==> src/verilog/i3c_target_pkg.sv <==
// ********************
// Shared types of the I3C target engine
// State enum, byte and address types, broadcast byte
// ********************
package i3c_target_pkg;

  // One byte as it is seen on the bus
  typedef logic [7:0] byte_t;

  // 7-bit target address
  typedef logic [6:0] addr_t;

  // Primary transfer states
  typedef enum logic [3:0] {
    Idle,
    RxAddr,
    CheckAddr,
    TxAck,
    RxRsvdNext,
    RxWriteData,
    RxWriteTbit,
    TxReadData,
    TxReadTbit,
    Wait
  } target_state_e;

  // Broadcast address 7E with the write bit
  localparam byte_t RsvdByte = 8'hFC;

endpackage

==> src/verilog/i3c_target_if.sv <==
// ********************
// Interfaces between the target FSM and its helpers
// addr_if to the address decoder, tx_if to the TX datapath
// ********************
`timescale 1ns/1ns

interface addr_if;
  // Driven by the FSM
  logic                  capture;
  i3c_target_pkg::byte_t rx_byte;
  logic                  idle;

  // Driven by the decoder, valid from the cycle after capture
  logic                  match;
  logic                  rnw;
  logic                  rsvd;

  modport fsm (
    output capture, rx_byte, idle,
    input  match, rnw, rsvd
  );

  modport decoder (
    input  capture, rx_byte, idle,
    output match, rnw, rsvd
  );
endinterface

interface tx_if;
  // Pop strobe and T-bit completion from the FSM
  logic                  load;
  logic                  tbit_sent;

  // Byte to send and continue flag from the datapath
  i3c_target_pkg::byte_t data;
  logic                  more;

  modport fsm (
    output load, tbit_sent,
    input  data, more
  );

  modport datapath (
    input  load, tbit_sent,
    output data, more
  );
endinterface

==> src/verilog/i3c_addr_decoder.sv <==
// ********************
// Address byte capture and match
// ********************
`timescale 1ns/1ns

module i3c_addr_decoder (
  input  logic                  clk_i,
  input  logic                  rst_ni,
  addr_if.decoder               addr,
  input  i3c_target_pkg::addr_t target_sta_address_i,
  input  logic                  target_sta_address_valid_i,
  input  i3c_target_pkg::addr_t target_dyn_address_i,
  input  logic                  target_dyn_address_valid_i,
  input  logic                  bus_start_det_i,
  output i3c_target_pkg::byte_t last_addr_o,
  output logic                  last_addr_valid_o
);
  i3c_target_pkg::addr_t cap_addr;
  logic                  cap_match;
  i3c_target_pkg::byte_t addr_byte_q;
  logic                  match_q;
  logic                  rsvd_q;

  assign cap_addr = addr.rx_byte[7:1];

  // Dynamic address wins over static, none valid means no match
  always_comb begin
    if (target_dyn_address_valid_i) begin
      cap_match = (cap_addr == target_dyn_address_i);
    end else if (target_sta_address_valid_i) begin
      cap_match = (cap_addr == target_sta_address_i);
    end else begin
      cap_match = 1'b0;
    end
  end

  always_ff @(posedge clk_i or negedge rst_ni) begin
    if (!rst_ni) begin
      addr_byte_q <= '0;
      match_q     <= 1'b0;
      rsvd_q      <= 1'b0;
    end else if (addr.capture) begin
      addr_byte_q <= addr.rx_byte;
      match_q     <= cap_match;
      rsvd_q      <= (addr.rx_byte == i3c_target_pkg::RsvdByte);
    end else if (addr.idle) begin
      addr_byte_q <= '0;
      match_q     <= 1'b0;
      rsvd_q      <= 1'b0;
    end
  end

  always_ff @(posedge clk_i or negedge rst_ni) begin
    if (!rst_ni) begin
      last_addr_valid_o <= 1'b0;
    end else if (bus_start_det_i) begin
      last_addr_valid_o <= 1'b0;
    end else if (addr.capture) begin
      last_addr_valid_o <= 1'b1;
    end
  end

  assign addr.match  = match_q;
  assign addr.rnw    = addr_byte_q[0];
  assign addr.rsvd   = rsvd_q;
  assign last_addr_o = addr_byte_q;

endmodule

==> src/verilog/i3c_target_fsm.sv <==
// ********************
// Primary transfer FSM of the I3C target
// Address phase, private write and private read
// ********************
`timescale 1ns/1ns

module i3c_target_fsm (
  input  logic                  clk_i,
  input  logic                  rst_ni,
  input  logic                  bus_start_det_i,
  input  logic                  bus_rstart_det_i,
  input  logic                  bus_stop_det_i,
  output logic                  bus_rx_req_byte_o,
  output logic                  bus_rx_req_bit_o,
  input  logic                  bus_rx_done_i,
  input  i3c_target_pkg::byte_t bus_rx_data_i,
  output logic                  bus_tx_req_byte_o,
  output logic                  bus_tx_req_bit_o,
  output i3c_target_pkg::byte_t bus_tx_req_value_o,
  input  logic                  bus_tx_done_i,
  input  logic                  tx_desc_avail_i,
  addr_if.fsm                   addr,
  tx_if.fsm                     tx,
  output logic                  rx_byte_done_o,
  output logic                  rx_tbit_done_o,
  output logic                  target_idle_o,
  output logic                  target_transmitting_o,
  output logic                  event_target_nack_o
);
  i3c_target_pkg::target_state_e state_q;
  i3c_target_pkg::target_state_e state_d;
  logic                          start;
  logic                          load_q;

  // START and repeated START are handled alike
  assign start = bus_start_det_i | bus_rstart_det_i;

  always_comb begin
    state_d = state_q;
    case (state_q)
      i3c_target_pkg::RxAddr: begin
        if (bus_rx_done_i) state_d = i3c_target_pkg::CheckAddr;
      end
      i3c_target_pkg::CheckAddr: begin
        // Reads are only ACKed with a descriptor ready
        if (addr.rsvd || (addr.match && (!addr.rnw || tx_desc_avail_i))) begin
          state_d = i3c_target_pkg::TxAck;
        end else begin
          state_d = i3c_target_pkg::Wait;
        end
      end
      i3c_target_pkg::TxAck: begin
        if (bus_tx_done_i) begin
          if (addr.rsvd) state_d = i3c_target_pkg::RxRsvdNext;
          else if (addr.rnw) state_d = i3c_target_pkg::TxReadData;
          else state_d = i3c_target_pkg::RxWriteData;
        end
      end
      // A data byte here is a CCC, which is not handled
      i3c_target_pkg::RxRsvdNext: begin
        if (bus_rx_done_i) state_d = i3c_target_pkg::Wait;
      end
      i3c_target_pkg::RxWriteData: begin
        if (bus_rx_done_i) state_d = i3c_target_pkg::RxWriteTbit;
      end
      i3c_target_pkg::RxWriteTbit: begin
        if (bus_rx_done_i) state_d = i3c_target_pkg::RxWriteData;
      end
      i3c_target_pkg::TxReadData: begin
        if (bus_tx_done_i) state_d = i3c_target_pkg::TxReadTbit;
      end
      i3c_target_pkg::TxReadTbit: begin
        if (bus_tx_done_i) begin
          if (tx.more) state_d = i3c_target_pkg::TxReadData;
          else state_d = i3c_target_pkg::Wait;
        end
      end
      default: ;
    endcase
    // Bus conditions override everything, STOP last
    if (start) state_d = i3c_target_pkg::RxAddr;
    if (bus_stop_det_i) state_d = i3c_target_pkg::Idle;
  end

  always_ff @(posedge clk_i or negedge rst_ni) begin
    if (!rst_ni) begin
      state_q <= i3c_target_pkg::Idle;
      load_q  <= 1'b0;
    end else begin
      state_q <= state_d;
      // Marks the first cycle of each read byte
      load_q  <= (state_d == i3c_target_pkg::TxReadData) &&
                 (state_q != i3c_target_pkg::TxReadData);
    end
  end

  // Bus requests
  always_comb begin
    bus_rx_req_byte_o  = 1'b0;
    bus_rx_req_bit_o   = 1'b0;
    bus_tx_req_byte_o  = 1'b0;
    bus_tx_req_bit_o   = 1'b0;
    bus_tx_req_value_o = 8'h01;
    case (state_q)
      i3c_target_pkg::RxAddr,
      i3c_target_pkg::RxRsvdNext,
      i3c_target_pkg::RxWriteData: bus_rx_req_byte_o = ~start;
      i3c_target_pkg::RxWriteTbit: bus_rx_req_bit_o = ~start;
      i3c_target_pkg::TxAck: begin
        bus_tx_req_bit_o   = ~start;
        bus_tx_req_value_o = 8'h00;
      end
      i3c_target_pkg::TxReadData: begin
        bus_tx_req_byte_o  = ~start;
        bus_tx_req_value_o = tx.data;
      end
      // T-bit of 1 announces another byte
      i3c_target_pkg::TxReadTbit: begin
        bus_tx_req_bit_o   = ~start;
        bus_tx_req_value_o = {7'b0, tx.more};
      end
      default: ;
    endcase
  end

  assign addr.capture = (state_q == i3c_target_pkg::RxAddr) & bus_rx_done_i & ~start;
  assign addr.rx_byte = bus_rx_data_i;
  assign addr.idle    = target_idle_o;

  assign tx.load      = load_q;
  assign tx.tbit_sent = (state_q == i3c_target_pkg::TxReadTbit) & bus_tx_done_i & ~start;

  assign rx_byte_done_o = (state_q == i3c_target_pkg::RxWriteData) & bus_rx_done_i & ~start;
  assign rx_tbit_done_o = (state_q == i3c_target_pkg::RxWriteTbit) & bus_rx_done_i & ~start;

  assign target_idle_o         = (state_q == i3c_target_pkg::Idle);
  assign target_transmitting_o = (state_q == i3c_target_pkg::TxAck) ||
                                 (state_q == i3c_target_pkg::TxReadData) ||
                                 (state_q == i3c_target_pkg::TxReadTbit);
  assign event_target_nack_o   = (state_d == i3c_target_pkg::Wait) &&
                                 (state_q != i3c_target_pkg::Wait);

endmodule

==> src/verilog/i3c_rx_datapath.sv <==
// ********************
// Private write datapath
// Parity check and RX FIFO push with overflow detection
// ********************
`timescale 1ns/1ns

module i3c_rx_datapath (
  input  logic                  clk_i,
  input  logic                  rst_ni,
  input  logic                  rx_byte_done_i,
  input  logic                  rx_tbit_done_i,
  input  i3c_target_pkg::byte_t bus_rx_data_i,
  input  logic                  rx_fifo_wready_i,
  output logic                  rx_fifo_wvalid_o,
  output i3c_target_pkg::byte_t rx_fifo_wdata_o,
  output logic                  parity_err_o,
  output logic                  rx_overflow_err_o
);
  i3c_target_pkg::byte_t data_q;
  logic                  parity_ok;
  logic                  good_byte;
  logic                  waiting;

  // Odd parity, T-bit is the inverted XOR of the data
  assign parity_ok = (bus_rx_data_i[0] == ~^data_q);
  assign good_byte = rx_tbit_done_i & parity_ok;
  assign waiting   = rx_fifo_wvalid_o & ~rx_fifo_wready_i;

  always_ff @(posedge clk_i) begin
    if (rx_byte_done_i) data_q <= bus_rx_data_i;
  end

  // Held stable for the FIFO until accepted
  always_ff @(posedge clk_i) begin
    if (good_byte && !waiting) rx_fifo_wdata_o <= data_q;
  end

  always_ff @(posedge clk_i or negedge rst_ni) begin
    if (!rst_ni) begin
      rx_fifo_wvalid_o  <= 1'b0;
      parity_err_o      <= 1'b0;
      rx_overflow_err_o <= 1'b0;
    end else begin
      if (good_byte && !waiting) begin
        rx_fifo_wvalid_o <= 1'b1;
      end else if (rx_fifo_wready_i) begin
        rx_fifo_wvalid_o <= 1'b0;
      end
      parity_err_o      <= rx_tbit_done_i & ~parity_ok;
      // New byte lost behind a stalled one
      rx_overflow_err_o <= good_byte & waiting;
    end
  end

endmodule

==> src/verilog/i3c_tx_datapath.sv <==
// ********************
// Private read datapath
// TX FIFO pop, byte hold, continue flag
// ********************
`timescale 1ns/1ns

module i3c_tx_datapath (
  input  logic                  clk_i,
  input  logic                  rst_ni,
  tx_if.datapath                tx,
  input  i3c_target_pkg::byte_t tx_fifo_rdata_i,
  input  logic                  tx_last_byte_i,
  input  logic                  tx_fifo_rvalid_i,
  output logic                  tx_fifo_rready_o
);
  i3c_target_pkg::byte_t data_q;
  logic                  last_q;
  logic                  ended_q;

  assign tx_fifo_rready_o = tx.load;

  // Show-ahead head is already valid in the pop cycle
  assign tx.data = tx.load ? tx_fifo_rdata_i : data_q;

  // Another byte follows unless the held one was the last
  assign tx.more = (tx_fifo_rvalid_i | tx_last_byte_i) & ~last_q & ~ended_q;

  always_ff @(posedge clk_i) begin
    if (tx.load) data_q <= tx_fifo_rdata_i;
  end

  always_ff @(posedge clk_i or negedge rst_ni) begin
    if (!rst_ni) begin
      last_q  <= 1'b0;
      ended_q <= 1'b0;
    end else if (tx.load) begin
      last_q  <= tx_last_byte_i;
      ended_q <= 1'b0;
    end else if (tx.tbit_sent && !tx.more) begin
      // Transfer closed, keep more low until the next pop
      ended_q <= 1'b1;
    end
  end

endmodule

==> src/verilog/i3c_target.sv <==
// ********************
// Top level of the I3C target engine
// ********************
`timescale 1ns/1ns

module i3c_target (
  input  logic                  clk_i,
  input  logic                  rst_ni,
  input  logic                  bus_start_det_i,
  input  logic                  bus_rstart_det_i,
  input  logic                  bus_stop_det_i,
  input  logic                  bus_rx_done_i,
  input  i3c_target_pkg::byte_t bus_rx_data_i,
  input  logic                  bus_tx_done_i,
  input  i3c_target_pkg::addr_t target_sta_address_i,
  input  logic                  target_sta_address_valid_i,
  input  i3c_target_pkg::addr_t target_dyn_address_i,
  input  logic                  target_dyn_address_valid_i,
  input  logic                  tx_desc_avail_i,
  input  logic                  tx_fifo_rvalid_i,
  input  i3c_target_pkg::byte_t tx_fifo_rdata_i,
  input  logic                  tx_last_byte_i,
  input  logic                  rx_fifo_wready_i,
  output logic                  bus_rx_req_byte_o,
  output logic                  bus_rx_req_bit_o,
  output logic                  bus_tx_req_byte_o,
  output logic                  bus_tx_req_bit_o,
  output i3c_target_pkg::byte_t bus_tx_req_value_o,
  output logic                  tx_fifo_rready_o,
  output logic                  rx_fifo_wvalid_o,
  output i3c_target_pkg::byte_t rx_fifo_wdata_o,
  output logic                  target_idle_o,
  output logic                  target_transmitting_o,
  output logic                  event_target_nack_o,
  output i3c_target_pkg::byte_t last_addr_o,
  output logic                  last_addr_valid_o,
  output logic                  parity_err_o,
  output logic                  rx_overflow_err_o
);
  logic rx_byte_done;
  logic rx_tbit_done;

  addr_if u_addr_if ();
  tx_if   u_tx_if ();

  i3c_addr_decoder u_addr_decoder (
    .clk_i                      (clk_i),
    .rst_ni                     (rst_ni),
    .addr                       (u_addr_if.decoder),
    .target_sta_address_i       (target_sta_address_i),
    .target_sta_address_valid_i (target_sta_address_valid_i),
    .target_dyn_address_i       (target_dyn_address_i),
    .target_dyn_address_valid_i (target_dyn_address_valid_i),
    .bus_start_det_i            (bus_start_det_i),
    .last_addr_o                (last_addr_o),
    .last_addr_valid_o          (last_addr_valid_o)
  );

  i3c_target_fsm u_target_fsm (
    .clk_i                 (clk_i),
    .rst_ni                (rst_ni),
    .bus_start_det_i       (bus_start_det_i),
    .bus_rstart_det_i      (bus_rstart_det_i),
    .bus_stop_det_i        (bus_stop_det_i),
    .bus_rx_req_byte_o     (bus_rx_req_byte_o),
    .bus_rx_req_bit_o      (bus_rx_req_bit_o),
    .bus_rx_done_i         (bus_rx_done_i),
    .bus_rx_data_i         (bus_rx_data_i),
    .bus_tx_req_byte_o     (bus_tx_req_byte_o),
    .bus_tx_req_bit_o      (bus_tx_req_bit_o),
    .bus_tx_req_value_o    (bus_tx_req_value_o),
    .bus_tx_done_i         (bus_tx_done_i),
    .tx_desc_avail_i       (tx_desc_avail_i),
    .addr                  (u_addr_if.fsm),
    .tx                    (u_tx_if.fsm),
    .rx_byte_done_o        (rx_byte_done),
    .rx_tbit_done_o        (rx_tbit_done),
    .target_idle_o         (target_idle_o),
    .target_transmitting_o (target_transmitting_o),
    .event_target_nack_o   (event_target_nack_o)
  );

  i3c_rx_datapath u_rx_datapath (
    .clk_i             (clk_i),
    .rst_ni            (rst_ni),
    .rx_byte_done_i    (rx_byte_done),
    .rx_tbit_done_i    (rx_tbit_done),
    .bus_rx_data_i     (bus_rx_data_i),
    .rx_fifo_wready_i  (rx_fifo_wready_i),
    .rx_fifo_wvalid_o  (rx_fifo_wvalid_o),
    .rx_fifo_wdata_o   (rx_fifo_wdata_o),
    .parity_err_o      (parity_err_o),
    .rx_overflow_err_o (rx_overflow_err_o)
  );

  i3c_tx_datapath u_tx_datapath (
    .clk_i            (clk_i),
    .rst_ni           (rst_ni),
    .tx               (u_tx_if.datapath),
    .tx_fifo_rdata_i  (tx_fifo_rdata_i),
    .tx_last_byte_i   (tx_last_byte_i),
    .tx_fifo_rvalid_i (tx_fifo_rvalid_i),
    .tx_fifo_rready_o (tx_fifo_rready_o)
  );

endmodule

==> config.mk <==
export PLATFORM = sky130hd
export DESIGN_NAME = i3c_target
export DESIGN_NICKNAME = d
export VERILOG_FILES = /design/src/verilog/i3c_target_pkg.sv /design/src/verilog/i3c_target_if.sv /design/src/verilog/i3c_addr_decoder.sv /design/src/verilog/i3c_target_fsm.sv /design/src/verilog/i3c_rx_datapath.sv /design/src/verilog/i3c_tx_datapath.sv /design/src/verilog/i3c_target.sv
export SDC_FILE = /design/constraint.sdc
export NUM_CORES = 1
export LEC_CHECK = 0
export BUFFER_PORTS_ARGS = -buffer_cell sky130_fd_sc_hd__buf_2
export CORE_MARGIN = 2
export CORE_UTILIZATION = 42
export CTS_CLUSTER_DIAMETER = 30
export CTS_CLUSTER_SIZE = 16
export DETAILED_ROUTE_END_ITERATION = 6
export PLACE_DENSITY = 0.68
export SLEW_MARGIN = 20
export SYNTH_ARGS = -nofsm -noshare
export SYNTH_HDL_FRONTEND = slang
export SYNTH_HIERARCHICAL = 1
export SYNTH_SLANG_ARGS = --single-unit
==> constraint.sdc <==
create_clock -name clk_i -period 5.5 [get_ports clk_i]
set_input_delay 0.825 -clock clk_i [delete_from_list [all_inputs] [get_ports clk_i]]
set_output_delay 0.825 -clock clk_i [all_outputs]
set_load 0.02 [all_outputs]
# Yosys cells after proc, flatten, opt, wreduce, memory -nomap -nowiden
# Cells that the tools add are included.
dict set report op_classes {
  eq_ne 16
  mux 33
  bitwise 21
  reduce_logical 20
}
# op count
set ops {}
lappend ops {{4-bit two-way mux} 12}
lappend ops {{4-bit one-hot mux with 8 select lines} 1}
lappend ops {{8-bit two-way mux} 3}
lappend ops {{8-bit one-hot mux with 3 select lines} 1}
lappend ops {{4-bit by 3-bit equality test with 1-bit output (second input constant)} 5}
lappend ops {{1-bit two-way mux} 15}
lappend ops {{1-bit bitwise AND} 14}
lappend ops {{7-bit equality test} 2}
lappend ops {{4-bit by 2-bit equality test with 1-bit output (second input constant)} 2}
lappend ops {{4-bit equality test (second input constant)} 2}
lappend ops {{8-bit equality test (second input constant)} 1}
lappend ops {{2-bit nonzero test} 4}
lappend ops {{8-bit XNOR reduction} 1}
lappend ops {{1-bit logical AND} 5}
lappend ops {{1-bit NOT} 5}
lappend ops {{4-bit by 1-bit equality test with 1-bit output (second input constant)} 1}
lappend ops {{4-bit logical NOT} 1}
lappend ops {{1-bit logical OR} 4}
lappend ops {{4-bit by 3-bit != test with 1-bit output (second input constant)} 1}
lappend ops {{4-bit != test (second input constant)} 1}
lappend ops {{1-bit logical NOT} 3}
lappend ops {{3-bit OR reduction} 1}
lappend ops {{2-bit two-way mux} 1}
lappend ops {{1-bit OR} 2}
lappend ops {{2 further kinds} 2}
dict set report word_totals {
  regBits 45
  inputBits 43
  output_inout_bits 36
  elab_cells 104
}

# Longest topological paths before layout
# Gate-level depths: netlist (run 1).
dict set report logic_depth {
  depth_word 10
  mapped_depth 9
  depth_no_buf 7
}

# Hierarchy
# The synthesis (run 1) kept the hierarchy.
# mod n_inst cells_each area_per_inst_um2 seq_area_each_um2
set modules_own_cells {}
lappend modules_own_cells {i3c_target_fsm 1 111 789.5 125.1}
lappend modules_own_cells {i3c_rx_datapath 1 33 689.4 555.5}
lappend modules_own_cells {i3c_addr_decoder 1 49 573.0 275.3}
lappend modules_own_cells {i3c_tx_datapath 1 25 359.1 210.2}

# Worst setup path after synthesis (run 1)
# No wires, ideal clock.
dict set report synth_timing {
  kind {input-to-reg}
  from {input bus_rstart_det_i}
  to {register u_rx_datapath.rx_fifo_wdata_o[0], enable pin}
  setup_ns 0.338
  t_arrival_ns 2.534
  required_time_ns 5.162
  path_slack_ns 2.627
  cell_stages 7
  path_buffers 1
  path_cell_list {or2_1 -> clkbuf_1 -> nor4b_2 -> and2_1 -> nand2_1 -> mux2_4 -> nor2b_2}
}
dict set report synth_between {
  elab_chain_len 5
}
# element line
set synth_lines {}
lappend synth_lines {{start: declaration} i3c_target.sv:10} ;# input logic bus_rstart_det_i,
lappend synth_lines {{1-bit OR} i3c_target_fsm.sv:36} ;# assign start = bus_start_det_i | bus_rstart_det_i;
lappend synth_lines {{1-bit NOT} i3c_target_fsm.sv:134} ;# assign rx_tbit_done_o = (state_q == i3c_target_pkg::RxWriteTbit) & bus_rx_done_i & ~start;
lappend synth_lines {{1-bit bitwise AND} i3c_target_fsm.sv:134}
lappend synth_lines {{named net rx_tbit_done} i3c_target.sv:41} ;# logic rx_tbit_done;
lappend synth_lines {{1-bit bitwise AND} i3c_rx_datapath.sv:26} ;# assign good_byte = rx_tbit_done_i & parity_ok;
lappend synth_lines {{1-bit logical AND} i3c_rx_datapath.sv:35} ;# if (good_byte && !waiting) rx_fifo_wdata_o <= data_q;
lappend synth_lines {{end signal: assignment} i3c_rx_datapath.sv:35}
lappend synth_lines {{end: declaration} i3c_rx_datapath.sv:15} ;# output i3c_target_pkg::byte_t rx_fifo_wdata_o,
# The timed path passes the listed nets, and every way through them passes these cells.
# A chain may end at the register's enable or synchronous reset.

# Worst setup path after layout (run 1)
dict set report layout_timing {
  from {register u_target_fsm.state_q[2]}
  to {output event_target_nack_o}
}
dict set report layout_between {
  elab_chain_len 6
  elab_cells_between_ends 21
  classes_between {eq/ne (10); mux (10); reduce/logical (1)}
}
# element line
set layout_lines {}
lappend layout_lines {{start: declaration} i3c_target_fsm.sv:30} ;# i3c_target_pkg::target_state_e state_q;
lappend layout_lines {{start signal: assignment} i3c_target_fsm.sv:87} ;# state_q <= i3c_target_pkg::Idle;
lappend layout_lines {{start signal: assignment} i3c_target_fsm.sv:90} ;# state_q <= state_d;
lappend layout_lines {{4-bit equality test, or another cell as far along} i3c_target_fsm.sv:40} ;# case (state_q)
lappend layout_lines {{4-bit one-hot mux with 8 select lines} i3c_target_fsm.sv:40}
lappend layout_lines {{4-bit two-way mux} i3c_target_fsm.sv:81} ;# if (start) state_d = i3c_target_pkg::RxAddr;
lappend layout_lines {{4-bit two-way mux} i3c_target_fsm.sv:82} ;# if (bus_stop_det_i) state_d = i3c_target_pkg::Idle;
lappend layout_lines {{4-bit equality test} i3c_target_fsm.sv:140} ;# assign event_target_nack_o = (state_d == i3c_target_pkg::Wait) &&
lappend layout_lines {{1-bit logical AND (*)} i3c_target_fsm.sv:140}
lappend layout_lines {{end: declaration} i3c_target.sv:34} ;# output logic event_target_nack_o,
# Every way passes the cells marked *; elsewhere a longest branch is shown, timed or not.

==> impl_metrics.csv, run 1 <==
group,metric,value,unit
route,wl,5150,um
yosys,netlist_instances,218,
sta,clock_skew,3.82,ps
global_routing,overflow,0,
global_routing,antenna_found_initial,0,
final_layout,nets,326,
final_layout,area_growth,19.7,%
setup_path,r2r_cells,6,
sta,fmax,313,MHz
setup_path,crit_path_start_kind,"flip-flop",
yosys,synth_edf_count,16,
worst_hold_path,min_to,"u_rx_datapath/rx_fifo_wdata_o[5]",
sta,hold_viol_final,0,
setup_path,required,4680,ps
setup_path,end_kind,"output pin",
worst_hold_path,holdPathStages,0,
yosys,synth_area,2410,sq um
floorplan,die_x,79.8,um
power_and_ir_drop,powerDensity,254,nW/um^2
yosys,yosys_warnings,6,
power_and_ir_drop,p_leak,1.33,nW
setup_path,arrival,2370,ps
floorplan,die_h,79.8,um
final_layout,antenna_cells,0,
sta,tns,0,ps
placed_design,io_buffers,78,
placed_design,dp.cells,348,
floorplan,core,5540,sq um
worst_hold_path,min-delay-start,"u_rx_datapath/data_q[5]",
placed_design,placed_area,2750,sq um
run_status,outcome,"finished, final reports clean",
placed_design,hpwl,3840,um
global_routing,grt_max_degree,26,
sta,worstMarginPinSlew,731,ps
clock_network,htree_levels,2,
route,ant_nets,0,
route,drt_first_pass_iters,4,
final_layout,final_cells,356,
floorplan,ios,79,
setup_path,r2r-start,"u_target_fsm/state_q[2]",
floorplan,die_area,6360,sq um
clock_network,cts_tree,"yes",
setup_path,worstReg2RegEnd,"u_rx_datapath/rx_fifo_wdata_o[3]",
clock_network,post-cts-setup-buffer-count,0,
route,drt_iter0_drc,60,
sta,fin_crit_sh,58.0,%
power_and_ir_drop,p_switching,0.165,mW
power_and_ir_drop,intPower,0.568,mW
sta,min_period,3190,ps
sta,grt_setup_unrepaired,"false",
yosys,yosysSeqAreaShare,48.4,%
route,via_count,1806,
yosys,synth_nets,261,
setup_path,r2r_setup_slack,2890,ps
sta,drv_slew,0,
clock_network,clkLatencyLatePin,290,ps
sta,setup_violations,0,
global_routing,grt_usage,17.4,%
yosys,ys_ff_latch,45,
power_and_ir_drop,combinationalPowerShare,10.9,%
clock_network,cts_hold_buf,0,
route,viasPerCell,5.07,
setup_path,crit_type,"reg2out",
floorplan,placement_rows,27,
worst_hold_path,hold_class,"reg2reg",
clock_network,clk_pin_slew,90,ps
final_layout,drive_gt1_share,38.0,%
yosys,synth_ff_type,"dfrtp_1",
clock_network,numClockSinks,45,
global_routing,grt_pass1_wl,8450,um
global_routing,grt_pass1_vias,1732,
power_and_ir_drop,clkPwrFrac,40.3,%
yosys,synth_area_per_cell,11.1,sq um
clock_network,post_cts_resized,0,
route,routedWlPerCell,14.5,um
power_and_ir_drop,power_frac_seq,48.9,%
flow_run,maxCapViolations,0,
yosys,async_reset_ff_share,46.7,%
route,drc,0,
power_and_ir_drop,p_sw_share,22.5,%
floorplan,start_util,43.5,%
clock_network,numCtsBuffers,5,
power_and_ir_drop,total_power,0.734,mW
sta,slew_headroom,51.3,%
power_and_ir_drop,ir_drop,0.0000949,V
setup_path,crit_fanout,25,
final_layout,stdcell_area,2890,sq um
placed_design,finalWeightedCongestion,0.876,
clock_network,root_buffer,"clkbuf_8",
clock_network,clk_path_buf_depth,2,
yosys,synth_cell_type_count,55,
worst max-delay path, cell delays in order (launching register included):
cell and delay, ps:
dfrtp_1 650, or4b_4 640, o21ai_2 80, nor3_1 70
nor3_2 240, o2111a_1 230, buf_2 160
through the flow:
step	hold slack, ps	setup WS (ps)	utilization (%)
after detailed placement	445	2400	49.6
final	463	2310	52.1
after CTS	465	2290	52.1
after global placement	443	2410	49.6
after global routing	484	2100	52.1
after floorplan	428	2630	-
kinds of logic (layout without fill, tap and decap cells):
kind of cell | count (synthesis) | count (layout) | share of synthesized area [%]
buf+inv | 28 | 94 | 7.37
simple gates | 73 | 73 | 17.4
flops | 45 | 45 | 48.4
mux | 10 | 10 | 4.83
xor+xnor | 22 | 22 | 9.13
compound gates | 40 | 40 | 12.9
sequential cells by signal, summed over array words and instances (netlist names):
signal	count
u_target_fsm/state_q	4
u_tx_datapath/ended_q	1
u_rx_datapath/parity_err_o	1
u_rx_datapath/rx_overflow_err_o	1
u_rx_datapath/rx_fifo_wdata_o	8
u_addr_decoder/last_addr_o	8
u_rx_datapath/rx_fifo_wvalid_o	1
u_addr_decoder/last_addr_valid_o	1
u_addr_decoder/addr.rsvd	1
u_rx_datapath/data_q	8
u_target_fsm/tx.load	1
u_tx_datapath/last_q	1
u_addr_decoder/addr.match	1
u_tx_datapath/data_q	8
cell type report:
cell class | count | area [sq um]
fillers | 527 | 2660
flip-flops and latches | 45 | 1170
inverters | 7 | 26.3
multi-input cells | 145 | 1070
well taps | 72 | 90.1
clock inverters | 3 | 68.8
clock buffers | 5 | 68.8
repair buffers | 79 | 398
cell usage after synthesis, drive strengths merged (3+ instances only):
cell | n | area [sq um]
nand2 | 9 | 33.8
nor4b | 3 | 32.5
edfxtp | 16 | 480
xnor2 | 14 | 123
xor2 | 6 | 52.6
nor2 | 18 | 70.1
nor4 | 4 | 25.0
inv | 7 | 26.3
a21oi | 6 | 30.0
a22o | 10 | 88.8
nor3 | 9 | 50.1
o21ai | 6 | 33.8
buf | 19 | 144
and2 | 9 | 56.3
nand2b | 7 | 43.8
dfxtp | 8 | 160
dfrtp | 21 | 526
nand4 | 4 | 25.0
mux2 | 10 | 116
power by group through the flow:
stage               combinational, mW  sequential (mW)  clock [mW]
finish                         0.0799            0.358       0.295
global placement               0.0789            0.366           0
detailed placement             0.0802            0.366           0
global route                   0.0891            0.360       0.316
floorplan                      0.0552            0.363           0
CTS                            0.0806            0.358       0.305
layer usage:
layer | up-vias | part of all wire [%] | global-route usage [%]
met5 | - | 0 | 0
met4 | 0 | 0.66 | 6.10
met3 | 2 | 5.0 | 3.39
met2 | 59 | 49 | 27.9
met1 | 843 | 46 | 23.4
li1 | 902 | - | -
worst max path at each step:
stage | depth (start not counted) | from | end | slack (ps)
2_1_floorplan | 7 | bus_rstart_det_i | u_rx_datapath/rx_fifo_wdata_o[0] | 2630
3_3_place_gp | 8 | tx_last_byte_i | event_target_nack_o | 2410
3_5_place_dp | 8 | tx_last_byte_i | event_target_nack_o | 2400
4_1_cts | 6 | u_target_fsm/state_q[3] | event_target_nack_o | 2290
5_1_grt | 5 | u_target_fsm/state_q[2] | event_target_nack_o | 2100
6_report | 6 | u_target_fsm/state_q[2] | event_target_nack_o | 2310
placed cells by master, fill, tap and decap left out, types with 7 or more instances in the layout:
cell type / synthesis / layout
buf_2: 4 / 78
dfrtp_1: 21 / 21
nor2_1: 17 / 17
edfxtp_1: 16 / 16
xnor2_1: 14 / 14
a22o_1: 9 / 9
nand2_1: 9 / 9
and2_1: 9 / 9
mux2_2: 9 / 9
nor3_1: 8 / 8
dfxtp_1: 8 / 8
nand2b_1: 7 / 7
No activity file was read; power rests on OpenSTA's default activity.
==> run 2: changes to the inputs <==
==> constraint.sdc (replaced) <==
create_clock -name clk_i -period 3.01 [get_ports clk_i]
set_input_delay 0.4515 -clock clk_i [delete_from_list [all_inputs] [get_ports clk_i]]
set_output_delay 0.4515 -clock clk_i [all_outputs]
set_load 0.02 [all_outputs]
==> impl_metrics.csv, run 2 (synthesized netlist as in run 1, its figures left out) <==
group,metric,value,unit
sta,hold_slack,107,ps
final_layout,area_growth,18.0,%
floorplan,start_util,43.5,%
placed_design,placed_area,2760,sq um
placed_design,dp.cells,349,
setup_path,startpoint,"u_target_fsm/state_q[0]",
sta,grt_setup_unrepaired,"false",
global_routing,grt_usage,17.1,%
power_and_ir_drop,total_power,1.17,mW
flow_run,maxCapViolations,0,
power_and_ir_drop,p_leak,1.31,nW
final_layout,drive_gt1_share,38.2,%
setup_path,arrival,2330,ps
setup_path,worstReg2RegEnd,"u_rx_datapath/rx_fifo_wdata_o[3]",
route,drt_iter0_drc,71,
route,routedWlPerCell,14.3,um
power_and_ir_drop,powerDensity,410,nW/um^2
run_status,outcome,"finished, final reports clean",
route,via_count,1825,
sta,drv_slew,0,
sta,hold_viol_final,0,
clock_network,clkLatencyLatePin,290,ps
sta,setup_violations,0,
final_layout,post-route-util,51.4,%
setup_path,r2r_setup_slack,680,ps
floorplan,placement_rows,27,
placed_design,dp_slack,510,ps
sta,fmax,359,MHz
sta,fin_crit_sh,92.4,%
sta,timing.final.ws_setup,228,ps
final_layout,final_common_cell,"buf_2",
route,wl,5120,um
floorplan,die_h,79.8,um
placed_design,io_buffers,78,
route,drc,0,
final_layout,nFillCells,526,
sta,tns,0,ps
route,wl_met3,278,um
clock_network,root_buffer,"clkbuf_8",
global_routing,grt_max_degree,22,
setup_path,crit_type,"reg2out",
placed_design,finalWeightedCongestion,0.935,
final_layout,final_cell_mix,"buf_2, dfrtp_1, nor2_1, edfxtp_1, xnor2_1",
sta,slew_headroom,58.5,%
floorplan,die_x,79.8,um
floorplan,die_area,6360,sq um
clock_network,cts_tree,"yes",
sta,worstMarginPinSlew,619,ps
sta,clock_skew,2.90,ps
floorplan,ios,79,
power_and_ir_drop,ir_drop,0.000235,V
route,wl_met1,2350,um
clock_network,numClockSinks,45,
final_layout,antenna_cells,0,
route,viasPerCell,5.11,
setup_path,r2r_cells,7,
floorplan,core,5540,sq um
setup_path,r2r-start,"u_target_fsm/state_q[3]",
global_routing,antenna_found_initial,0,
clock_network,clk_pin_slew,80,ps
route,ant_nets,0,
worst_hold_path,hold_class,"in2async",
clock_network,cts_hold_buf,0,
global_routing,overflow,0,
global_routing,grt_pass1_vias,1760,
global_routing,grt_pass1_wl,8470,um
clock_network,numCtsBuffers,5,
final_layout,stdcell_area,2850,sq um
route,drt_first_pass_iters,4,
setup_path,crit_path_start_kind,"flip-flop",
route,wl_met2,2380,um
final_layout,final_cells,357,
clock_network,clk_path_buf_depth,2,
setup_path,crit_fanout,17,
route,routed.top_layer,"met4",
placed_design,hpwl,3820,um
setup_path,required,2560,ps
setup_path,end_kind,"output pin",
sta,min_period,2780,ps
clock_network,htree_levels,2,
final_layout,nets,327,
## run 2: critical path: stages (launching register included)
cell	delay (ps)
dfrtp_1	690
nand3b_1	290
a21o_1	220
a211oi_1	320
nor3_2	100
o2111a_1	260
buf_2	150
## run 2: worst max path at each step
stage / to / slack (ps) / cells after the start
floorplan: u_rx_datapath/rx_fifo_wdata_o[0] / 400 / 8
global placement: event_target_nack_o / 570 / 6
detailed placement: event_target_nack_o / 510 / 6
CTS: event_target_nack_o / 160 / 6
global route: event_target_nack_o / 90 / 6
finish: event_target_nack_o / 230 / 6
## run 2: layout make-up
class | instances | area [sq um] | share of cell area [%]
clock buffers | 5 | 68.8 | 2.42
clock inverters | 3 | 20.0 | 0.704
inverters | 7 | 26.3 | 0.923
multi-input cells | 145 | 1070 | 37.5
flip-flops and latches | 45 | 1170 | 41.0
well taps | 72 | 90.1 | 3.17
repair buffers | 80 | 405 | 14.2
## run 2: report_power, final
part / leakage (nW) / internal, mW / total (mW) / switching, mW
clock: 0.0422 / 0.163 / 0.365 / 0.202
sequential: 0.496 / 0.640 / 0.653 / 0.0134
combinational: 0.771 / 0.0652 / 0.148 / 0.0824
total: 1.31 / 0.868 / 1.17 / 0.298
## run 2: what timing repair did
action                                  in CTS  in global routing
gates resized for setup                      0                  1
endpoints found under the setup margin       0                  1
setup buffers                                0                  0
## run 2: routing by layer
layer / vias up / track usage [%]
met1: 852 / 24.1
li1: 902 / -
met3: 12 / 3.17
met2: 59 / 26.0
met4: 0 / 6.78
met5: - / 0
==> run 3: changes to the inputs <==
--- a/config.mk
+++ b/config.mk
@@ -5,13 +5,14 @@
 export SDC_FILE = /design/constraint.sdc
 export NUM_CORES = 1
 export LEC_CHECK = 0
+export ABC_AREA = 1
 export BUFFER_PORTS_ARGS = -buffer_cell sky130_fd_sc_hd__buf_2
 export CORE_MARGIN = 2
 export CORE_UTILIZATION = 42
 export CTS_CLUSTER_DIAMETER = 30
 export CTS_CLUSTER_SIZE = 16
 export DETAILED_ROUTE_END_ITERATION = 6
-export PLACE_DENSITY = 0.68
+export PLACE_DENSITY = 0.67
 export SLEW_MARGIN = 20
 export SYNTH_ARGS = -nofsm -noshare
 export SYNTH_HDL_FRONTEND = slang
==> constraint.sdc (replaced) <==
create_clock -name clk_i -period 2.96 [get_ports clk_i]
set_input_delay 0.444 -clock clk_i [delete_from_list [all_inputs] [get_ports clk_i]]
set_output_delay 0.444 -clock clk_i [all_outputs]
set_load 0.02 [all_outputs]
==> impl_metrics.csv, run 3 <==
group,metric,value,unit
run_status,outcome,"finished, final reports clean",
yosys,synth_nets,419,
final_layout,nFillCells,604,
route,ant_nets,0,
power_and_ir_drop,p_switching,0.328,mW
placed_design,finalWeightedCongestion,0.911,
clock_network,post_cts_resized,0,
route,drt_iter0_drc,117,
yosys,yosys_warnings,6,
power_and_ir_drop,p_leak,1.82,nW
clock_network,numCtsBuffers,5,
floorplan,placement_rows,28,
route,via_count,2378,
setup_path,crit_chain,"inv_1 > nand2_4 > nor2_4 > clkinv_1 > nand3_1 > o211ai_1 > buf_2",
setup_path,required,2520,ps
route,drt_first_pass_iters,6,
yosys,synth_area_per_cell,7.00,sq um
power_and_ir_drop,combinationalPowerShare,14.3,%
sta,slew_headroom,60.4,%
sta,fmax,430,MHz
placed_design,io_buffers,78,
global_routing,grt_usage,17.0,%
setup_path,crit_path_start_kind,"flip-flop",
clock_network,clk_path_buf_depth,2,
final_layout,area_growth,18.3,%
clock_network,clkLatencyLatePin,290,ps
sta,clock_skew,4.40,ps
yosys,synth_cell_type_count,31,
setup_path,crit_fanout,10,
sta,setup_violations,0,
floorplan,die_area,6920,sq um
yosys,netlist_instances,376,
sta,drv_slew,0,
yosys,synth_ff_type,"dfrtp_1",
power_and_ir_drop,p_sw_share,27.1,%
yosys,async_reset_ff_share,46.7,%
final_layout,seqCellArea,1170,sq um
sta,hold_viol_final,0,
power_and_ir_drop,powerDensity,389,nW/um^2
final_layout,antenna_cells,0,
setup_path,arrival,1880,ps
setup_path,crit_type,"reg2out",
yosys,synth.area.top_cells,"nand2_1, dfrtp_1, edfxtp_1",
clock_network,post-cts-setup-buffer-count,0,
floorplan,ios,79,
floorplan,die_h,83.2,um
sta,tns,0,ps
global_routing,grt_pass1_wl,9580,um
clock_network,htree_levels,2,
clock_network,clk_pin_slew,80,ps
floorplan,core,5990,sq um
power_and_ir_drop,intPower,0.883,mW
floorplan,die_x,83.2,um
setup_path,crit_path_top_delay_cell,"dfrtp_1",
final_layout,final_common_cell,"nand2_1",
yosys,ys_ff_latch,45,
yosys,synth_top_area_share,20.4,%
global_routing,grt_pass1_vias,2147,
final_layout,drive_gt1_share,26.2,%
setup_path,crit_path_max_incr_delay,430,ps
clock_network,cts_hold_buf,0,
clock_network,numClockSinks,45,
sta,grt_setup_unrepaired,"false",
power_and_ir_drop,power_frac_seq,54.8,%
route,routedWlPerCell,11.0,um
flow_run,maxCapViolations,0,
power_and_ir_drop,clkPwrFrac,30.9,%
sta,worstMarginPinSlew,592,ps
global_routing,grt_max_degree,22,
setup_path,end_kind,"output pin",
final_layout,final_cell_mix,"nand2_1, buf_2, inv_1, nor2_1, dfrtp_1",
route,wl,5760,um
route,drc,0,
yosys,synth_edf_count,16,
final_layout,multiInputGateArea,1110,sq um
global_routing,overflow,0,
global_routing,antenna_found_initial,0,
clock_network,cts_tree,"yes",
yosys,synth.most_common_cell,"nand2_1",
yosys,yosysSeqAreaShare,44.3,%
setup_path,cp_top_family,"buffers and inverters",
power_and_ir_drop,ir_drop,0.000259,V
clock_network,root_buffer,"clkbuf_8",
yosys,synth_area,2630,sq um
route,viasPerCell,4.53,
final_layout,post-route-util,52.0,%
placed_design,hpwl,4580,um
sta,fin_crit_sh,78.5,%
setup_path,path_buf_inv,3,
sta,min_period,2320,ps
yosys,synth_top_cell_by_area,"nand2_1",
worst_hold_path,hold_class,"in2async",
final_layout,nets,492,
yosys,synth_commonest_cells,"nand2_1, inv_1, nor2_1",
floorplan,start_util,43.9,%
-- run 3: cell families (layout without fill, tap and decap cells) --
logic type / after synthesis / after routing / synth area share (%)
simple gates: 226 / 226 / 36.8
compound gates: 20 / 20 / 4.56
flops: 45 / 45 / 44.3
buf+inv: 83 / 157 / 13.7
xor+xnor: 2 / 2 / 0.666
-- run 3: stage by stage --
stage          hold slack, ps  power [mW]  cell area [sq um]  worst slack [ps]  cells
2_1_floorplan             148       0.790               2630              1100    376
3_3_place_gp              425       0.848               3020               725    517
3_5_place_dp              432       0.850               3020               677    517
4_1_cts                   116        1.23               3110               633    525
5_1_grt                   143        1.28               3110               466    525
6_report                  108        1.21               3110               636    525
-- run 3: path summary, 6_finish.rpt --
path | endpoint | start | slack, ps | depth (start not counted)
worst max register to register | u_rx_datapath/rx_fifo_wdata_o[0] | u_target_fsm/state_q[3] | 840 | 5
max in group asynchronous | u_addr_decoder/last_addr_valid_o | rst_ni | 2510 | 1
min in group clk_i | u_addr_decoder/last_addr_valid_o | bus_start_det_i | 300 | 2
worst max-delay path | bus_tx_req_value_o[0] | u_target_fsm/state_q[3] | 640 | 7
worst min-delay path | u_target_fsm/tx.load | rst_ni | 110 | 1
worst min register to register | u_tx_datapath/data_q[7] | u_tx_datapath/data_q[7] | 450 | 2
-- run 3: layout make-up --
class | count | share of cell area [%]
clock buffer | 5 | 2.21
inverter | 71 | 8.56
clock inverter | 3 | 0.683
tap | 75 | 3.01
multi-input combinational | 248 | 35.5
timing repair buffer | 78 | 12.5
sequential | 45 | 37.5
-- run 3: power by group through the flow --
stage	sequential (mW)	combinational (mW)	clock, mW
after floorplan	0.681	0.110	0
after global placement	0.677	0.171	0
after detailed placement	0.677	0.173	0
after CTS	0.664	0.174	0.392
after global routing	0.666	0.198	0.413
final	0.664	0.173	0.374
-- run 3: metal layers --
metal	share of wire [%]	vias to the layer above	global-route usage (%)
met3	5.8	4	3.78
met2	45	70	27.3
met4	0.99	0	5.37
met5	0	-	0
met1	48	1031	22.8
li1	-	1273	-
